`src/rtl/link_config.svh`:
```
`ifndef LINK_CONFIG_SVH
`define LINK_CONFIG_SVH

// width of one chunk on the narrow input channel
`define LINK_CHUNK_WIDTH 8

// assembled word is not a chunk multiple so the top bits get dropped
`define LINK_WORD_WIDTH 28

`define LINK_NUM_LANES 4 // round-robin lanes

`endif

```
`src/rtl/link_pkg.sv`:
```
`include "link_config.svh"

package link_pkg;

  typedef logic [`LINK_CHUNK_WIDTH-1:0] chunk_t;
  typedef logic [`LINK_WORD_WIDTH-1:0] word_t;

  typedef logic [$clog2(`LINK_NUM_LANES)-1:0] lane_idx_t;

  // chunks per word, rounded up
  localparam int CHUNKS_PER_WORD =
    (`LINK_WORD_WIDTH + `LINK_CHUNK_WIDTH - 1) / `LINK_CHUNK_WIDTH;

  typedef logic [$clog2(CHUNKS_PER_WORD)-1:0] chunk_idx_t;

endpackage

```
`src/rtl/chunk_distributor.sv`:
```
`timescale 1ns/1ps
`include "link_config.svh"

module chunk_distributor (
  input  logic                             clk,
  input  logic                             reset,
  input  logic                             in_v,
  input  link_pkg::chunk_t                 in_d,
  output logic                             in_a,
  output logic [`LINK_NUM_LANES-1:0]       lane_in_v,
  output link_pkg::chunk_t                 lane_in_d,
  input  logic [`LINK_NUM_LANES-1:0]       lane_in_a,
  input  logic [`LINK_NUM_LANES-1:0]       lane_chunk_last
);

  import link_pkg::*;

  lane_idx_t lane_ptr; // lane currently being filled
  logic      word_done;

  // valid only goes to the selected lane
  always_comb begin
    for (int i = 0; i < `LINK_NUM_LANES; i++) begin
      lane_in_v[i] = in_v && (lane_ptr == lane_idx_t'(i));
    end
  end

  assign lane_in_d = in_d; // data fans out to every lane
  assign in_a      = lane_in_a[lane_ptr];

  // the lane does the chunk counting, we only watch its last flag
  assign word_done = in_v && in_a && lane_chunk_last[lane_ptr];

  always_ff @(posedge clk or posedge reset) begin
    if (reset) begin
      lane_ptr <= '0;
    end else if (word_done) begin
      if (lane_ptr == lane_idx_t'(`LINK_NUM_LANES - 1)) begin
        lane_ptr <= '0;
      end else begin
        lane_ptr <= lane_ptr + 1'b1;
      end
    end
  end

  // never offer a chunk to two lanes at once
  a_one_lane_valid: assert property (
    @(posedge clk) disable iff (reset)
    $onehot0(lane_in_v)
  ) else $error("chunk_distributor: more than one lane_in_v high");

  // a lane ack without its valid would desync the word count
  a_ack_needs_valid: assert property (
    @(posedge clk) disable iff (reset)
    in_a |-> in_v
  ) else $error("chunk_distributor: in_a high while in_v low");

endmodule

```
`src/rtl/deserializer.sv`:
```
`timescale 1ns/1ps
`include "link_config.svh"

module deserializer (
  input  logic             clk,
  input  logic             reset,
  input  logic             in_v,
  input  link_pkg::chunk_t in_d,
  output logic             in_a,
  output logic             chunk_last,
  output logic             out_v,
  output link_pkg::word_t  out_d,
  input  logic             out_a
);

  import link_pkg::*;

  typedef enum logic {
    LATCHING,
    SENDING
  } state_t;

  state_t     state;
  chunk_idx_t chunk_idx; // next slot to fill

  // slot 0 holds the first (least significant) chunk
  chunk_t [CHUNKS_PER_WORD-1:0]                      chunks;
  logic   [CHUNKS_PER_WORD*`LINK_CHUNK_WIDTH-1:0]    packed_bits;

  // accept freely while latching
  assign in_a       = (state == LATCHING) && in_v;
  assign chunk_last = in_a && (chunk_idx == chunk_idx_t'(CHUNKS_PER_WORD - 1));

  always_ff @(posedge clk or posedge reset) begin
    if (reset) begin
      state     <= LATCHING;
      chunk_idx <= '0;
    end else begin
      case (state)
        LATCHING: begin
          if (chunk_last) begin
            state     <= SENDING;
            chunk_idx <= '0;
          end else if (in_a) begin
            chunk_idx <= chunk_idx + 1'b1;
          end
        end
        SENDING: begin
          if (out_a) begin
            state <= LATCHING; // next word starts one cycle after the ack
          end
        end
        default: begin
          state <= LATCHING;
        end
      endcase
    end
  end

  // payload storage
  always_ff @(posedge clk) begin
    for (int i = 0; i < CHUNKS_PER_WORD; i++) begin
      if (in_a && (chunk_idx == chunk_idx_t'(i))) begin
        chunks[i] <= in_d;
      end
    end
  end

  assign packed_bits = chunks;
  assign out_v       = (state == SENDING);
  assign out_d       = packed_bits[`LINK_WORD_WIDTH-1:0]; // surplus top bits dropped

  // a stalled word must not change under the collector
  a_hold_word: assert property (
    @(posedge clk) disable iff (reset)
    (out_v && !out_a) |=> (out_v && $stable(out_d))
  ) else $error("deserializer: output changed while stalled");

  // no new chunk may land while a finished word waits
  a_no_accept_while_sending: assert property (
    @(posedge clk) disable iff (reset)
    out_v |-> !in_a
  ) else $error("deserializer: chunk accepted while sending");

endmodule

```
`src/rtl/lane_deserializer_top.sv`:
```
`timescale 1ns/1ps
`include "link_config.svh"

module lane_deserializer_top (
  input  logic             clk,
  input  logic             reset,
  input  logic             in_v,
  input  link_pkg::chunk_t in_d,
  output logic             in_a,
  output logic             out_v,
  output link_pkg::word_t  out_d,
  input  logic             out_a
);

  import link_pkg::*;

  // distributor to lanes
  logic [`LINK_NUM_LANES-1:0] lane_in_v;
  chunk_t                     lane_in_d; // shared by all lanes
  logic [`LINK_NUM_LANES-1:0] lane_in_a;
  logic [`LINK_NUM_LANES-1:0] lane_chunk_last;

  // lanes to collector
  logic [`LINK_NUM_LANES-1:0] lane_out_v;
  word_t                      lane_out_d [`LINK_NUM_LANES];
  logic [`LINK_NUM_LANES-1:0] lane_out_a;

  chunk_distributor dist_i (
    .clk             (clk),
    .reset           (reset),
    .in_v            (in_v),
    .in_d            (in_d),
    .in_a            (in_a),
    .lane_in_v       (lane_in_v),
    .lane_in_d       (lane_in_d),
    .lane_in_a       (lane_in_a),
    .lane_chunk_last (lane_chunk_last)
  );

  for (genvar i = 0; i < `LINK_NUM_LANES; i++) begin : lanes
    deserializer deser_i (
      .clk        (clk),
      .reset      (reset),
      .in_v       (lane_in_v[i]),
      .in_d       (lane_in_d),
      .in_a       (lane_in_a[i]),
      .chunk_last (lane_chunk_last[i]),
      .out_v      (lane_out_v[i]),
      .out_d      (lane_out_d[i]),
      .out_a      (lane_out_a[i])
    );
  end

  word_collector coll_i (
    .clk        (clk),
    .reset      (reset),
    .lane_out_v (lane_out_v),
    .lane_out_d (lane_out_d),
    .lane_out_a (lane_out_a),
    .out_v      (out_v),
    .out_d      (out_d),
    .out_a      (out_a)
  );

endmodule

```
`src/rtl/word_collector.sv`:
```
`timescale 1ns/1ps
`include "link_config.svh"

module word_collector (
  input  logic                       clk,
  input  logic                       reset,
  input  logic [`LINK_NUM_LANES-1:0] lane_out_v,
  input  link_pkg::word_t            lane_out_d [`LINK_NUM_LANES],
  output logic [`LINK_NUM_LANES-1:0] lane_out_a,
  output logic                       out_v,
  output link_pkg::word_t            out_d,
  input  logic                       out_a
);

  import link_pkg::*;

  lane_idx_t rd_ptr; // lane expected to hold the oldest word
  logic      xfer;

  assign out_v = lane_out_v[rd_ptr];
  assign out_d = lane_out_d[rd_ptr];

  // ack only reaches the lane being read
  always_comb begin
    for (int i = 0; i < `LINK_NUM_LANES; i++) begin
      lane_out_a[i] = out_a && (rd_ptr == lane_idx_t'(i));
    end
  end

  assign xfer = out_v && out_a;

  always_ff @(posedge clk or posedge reset) begin
    if (reset) begin
      rd_ptr <= '0;
    end else if (xfer) begin
      // same rotation as the distributor, so order is kept
      if (rd_ptr == lane_idx_t'(`LINK_NUM_LANES - 1)) begin
        rd_ptr <= '0;
      end else begin
        rd_ptr <= rd_ptr + 1'b1;
      end
    end
  end

  // output word held across back-pressure
  a_out_stable: assert property (
    @(posedge clk) disable iff (reset)
    (out_v && !out_a) |=> $stable(out_d)
  ) else $error("word_collector: out_d changed while stalled");

endmodule

```
`config.mk`:
```
export PLATFORM = sky130hd
export DESIGN_NAME = lane_deserializer_top
export DESIGN_NICKNAME = d
export VERILOG_FILES = /design/src/rtl/link_pkg.sv /design/src/rtl/chunk_distributor.sv /design/src/rtl/deserializer.sv /design/src/rtl/lane_deserializer_top.sv /design/src/rtl/word_collector.sv
export VERILOG_INCLUDE_DIRS = /design/src /design/src/rtl
export SDC_FILE = /design/constraint.sdc
export NUM_CORES = 1
export LEC_CHECK = 0
export BUFFER_PORTS_ARGS = -buffer_cell sky130_fd_sc_hd__buf_2
export CAP_MARGIN = 20
export CORE_MARGIN = 2
export CORE_UTILIZATION = 45
export DETAILED_ROUTE_END_ITERATION = 6
export HOLD_SLACK_MARGIN = 0.05
export MAX_ROUTING_LAYER = met4
export PLACE_DENSITY = 0.62
export SLEW_MARGIN = 0
export SYNTH_ARGS = -nofsm -noshare
export SYNTH_HDL_FRONTEND = slang
export SYNTH_SLANG_ARGS = --single-unit
```
`constraint.sdc`:
```
create_clock -name clk -period 4 [get_ports clk]
set_input_delay 0.4 -clock clk [delete_from_list [all_inputs] [get_ports clk]]
set_output_delay 0.4 -clock clk [all_outputs]
set_load 0.1 [all_outputs]
```
==> impl_metrics.py <==
metrics = {
    "cts": {
        "cts_resized": 0,
        "post_cts_buffers": 0,
        "numCtsBuffers": 17,
        "clock_latency_ns": 0.41,
        "clockBufferDepth": 2,
        "h-tree-depth": 4,
        "clk_pin_slew_ns": 0.06,
        "holdBufCountCts": 0,
        "cts_tree": "done",
        "cts_root_buf": "clkbuf_16",
        "clock-sinks": 128,
    },
    "worst_setup_path": {
        "critPathKind": "flip-flop to output pin",
        "crit_slowest_cell": "dfrtp_1",
        "critPathRequiredTime_ns": 3.60,
        "crit_fanout": 9,
        "cpLargestDelayFamily": "buffers and inverters",
        "worstSetupStartpointType": "flip-flop",
        "slowest_delay_ns": 0.48,
        "crit_buf_inv": 2,
        "crit_arrival_ns": 2.37,
        "worstSetupEndpointType": "output pin",
        "crit_chain": "inv_1 > ha_1 > nand2_1 > nor2_1 > mux4_2 > buf_2",
        "worst-r2r-setup-slack_ns": 1.93,
    },
    "global_route": {
        "grt_max_degree": 22,
        "grt_pass1_vias": 2756,
        "overflow": 0,
        "antenna_found_initial": 0,
        "grt_pass1_wl_mm": 15.3,
        "grtUsageTotal_pct": 17.1,
    },
    "timing": {
        "skew_ns": 0.00912,
        "tns_ns": 0,
        "grt_setup_unrepaired": "no",
        "min_period_ns": 2.77,
        "period_share_pct": 69.3,
        "tightest_slew_ns": 0.659,
        "fmax_mhz": 361,
        "finalSetupViolations": 0,
        "maxSlewHeadroom_pct": 56.0,
        "hold_viol_final": 0,
        "drv_slew": 0,
    },
    "synthesis": {
        "avgSynthCellArea_sq_um": 18.8,
        "synth_compound_area_share_pct": 1.85,
        "synth-simple-area-share_pct": 5.28,
        "netlist_area_sq_mm": 0.00527,
        "synthXorXnorAreaFrac_pct": 0,
        "ys_ff_latch": 128,
        "synth_top_family_by_area": "multiplexers",
        "muxShareOfSynthArea_pct": 13.5,
        "synth_seq_area_share_pct": 71.5,
        "yosys_warnings": 0,
        "yosys.area_share.adder_pct": 5.70,
        "synth.distinct_cells": 28,
        "syn_nets": 316,
        "syn-instance-count": 280,
    },
    "cells_and_area": {
        "layout-drive-gt1-share_pct": 32.9,
        "final_core_util_pct": 54.3,
        "nNetsFinal": 370,
        "diodes": 0,
        "nFillCells": 915,
        "final_cell_area_sq_mm": 0.00620,
        "area_growth_pct": 17.8,
    },
    "drt": {
        "wl_per_cell_microns": 19.4,
        "drt-total-wl_mm": 9.52,
        "num_vias": 2584,
        "first_pass_iters": 5,
        "ant_nets": 0,
        "drc_errors": 0,
        "drtIter0Drc": 184,
        "vias_per_cell": 5.27,
    },
    "min_path": {
        "hold_path_class": "primary input to async pin",
    },
    "floorplanning": {
        "die_w_microns": 112,
        "rows": 39,
        "die_y_microns": 112,
        "ios": 42,
        "initial_utilization_pct": 46.1,
        "dieArea_sq_mm": 0.0126,
        "coreArea_sq_mm": 0.0114,
    },
    "placed_design": {
        "place_area_sq_mm": 0.00562,
        "gp_congestion": 0.762,
        "place_hpwl_mm": 6.11,
        "port_buffers": 41,
    },
    "run_status": {
        "status": "finished clean",
    },
    "flow_run": {
        "maxCapViolations": 0,
    },
}
[worst paths after layout]
kind                                         from                            end  cells past startpoint
hold reg to reg            lanes[2].deser_i.out_v         lanes[2].deser_i.out_v                      1
min in group clk                            out_a               coll_i.rd_ptr[1]                      3
hold / removal                              reset  lanes[2].deser_i.chunk_idx[1]                      2
setup / recovery               dist_i.lane_ptr[1]                           in_a                      6
setup reg to reg               dist_i.lane_ptr[1]      lanes[1].deser_i.out_d[6]                      5
max in group asynchronous                   reset               coll_i.rd_ptr[0]                      2
[cell type report]
cell class	count	area, sq um	share of cell area [%]
clock inverter	15	159	2.56
timing repair buffer	45	235	3.79
tap	143	179	2.88
sequential	128	3760	60.7
inverter	15	56.3	0.908
clock buffer	17	425	6.86
multi-input combinational	127	1380	22.3
[cells in the final DEF (no fill, tap or decap), types with 3 or more instances in the layout]
cell        synthesis  routed
edfxtp_1          112     112
buf_2               4      41
mux4_2             29      29
ha_1               24      24
nand2_1            19      19
clkbuf_16           0      17
inv_1              15      15
dfrtp_1            16      15
and2_1             13      13
nor2_1             11      11
o21ai_0            10      10
clkinvlp_4          0       5
inv_6               0       4
buf_4               3       4
mux2_4              3       3
and3b_1             3       3
clkinv_2            0       3
[Yosys cell counts]
| cell | count | area share, % |
|---|---|---|
| a22o_1 | 1 | 0.17 |
| nor3b_1 | 1 | 0.14 |
| o21ai_2 | 1 | 0.17 |
| mux2_4 | 3 | 0.86 |
| a21oi_1 | 1 | 0.095 |
| o21ai_0 | 10 | 0.95 |
| a21o_1 | 2 | 0.29 |
| buf_4 | 3 | 0.43 |
| mux4_2 | 29 | 12 |
| inv_1 | 15 | 1.1 |
| ha_1 | 24 | 5.7 |
| nand4b_1 | 1 | 0.17 |
| and3b_1 | 3 | 0.50 |
| nand3_1 | 2 | 0.19 |
| nand2_1 | 19 | 1.4 |
| nor2_1 | 11 | 0.78 |
| nand2_2 | 1 | 0.12 |
| dfrtp_1 | 16 | 7.6 |
| mux2i_1 | 1 | 0.19 |
| and3_1 | 1 | 0.12 |
| buf_2 | 4 | 0.38 |
| and2_1 | 13 | 1.5 |
| buf_1 | 2 | 0.14 |
| nand3_2 | 1 | 0.19 |
| o32a_1 | 1 | 0.19 |
| and2_4 | 1 | 0.17 |
| buf_6 | 1 | 0.21 |
| edfxtp_1 | 112 | 64 |
[state kept, by name, summed over array words and instances, names as in the netlist]
signal                   cells
lanes.deser_i.out_v          4
dist_i.lane_ptr              2
coll_i.rd_ptr                2
lanes.deser_i.chunk_idx      8
lanes.deser_i.out_d        112
[logic make-up after synthesis]
kind of cell / Yosys count
AO/OA/AOI/OAI: 16
adder cells (fa/ha/maj): 24
buffers and inverters: 25
flip-flops: 128
AND/OR/NAND/NOR: 54
multiplexers: 33
[layer usage]
metal | routed length, microns | track usage, % | part of all wire [%]
met1 | 4220 | 21.6 | 44
met5 | 0 | - | 0
met4 | 124 | 5.85 | 1.3
met3 | 443 | 5.40 | 4.7
met2 | 4730 | 26.5 | 50
[through the flow]
stage	std cells	setup slack [ns]	hold slack, ns
2_1_floorplan	280	1.55	0.314
3_3_place_gp	458	1.64	0.499
3_5_place_dp	458	1.63	0.503
4_1_cts	490	1.18	0.0747
5_1_grt	490	1.07	0.143
6_report	490	1.23	0.0684
Power is not shown: default switching activity piles up to over one toggle a cycle in this logic, so the estimate is an artifact.
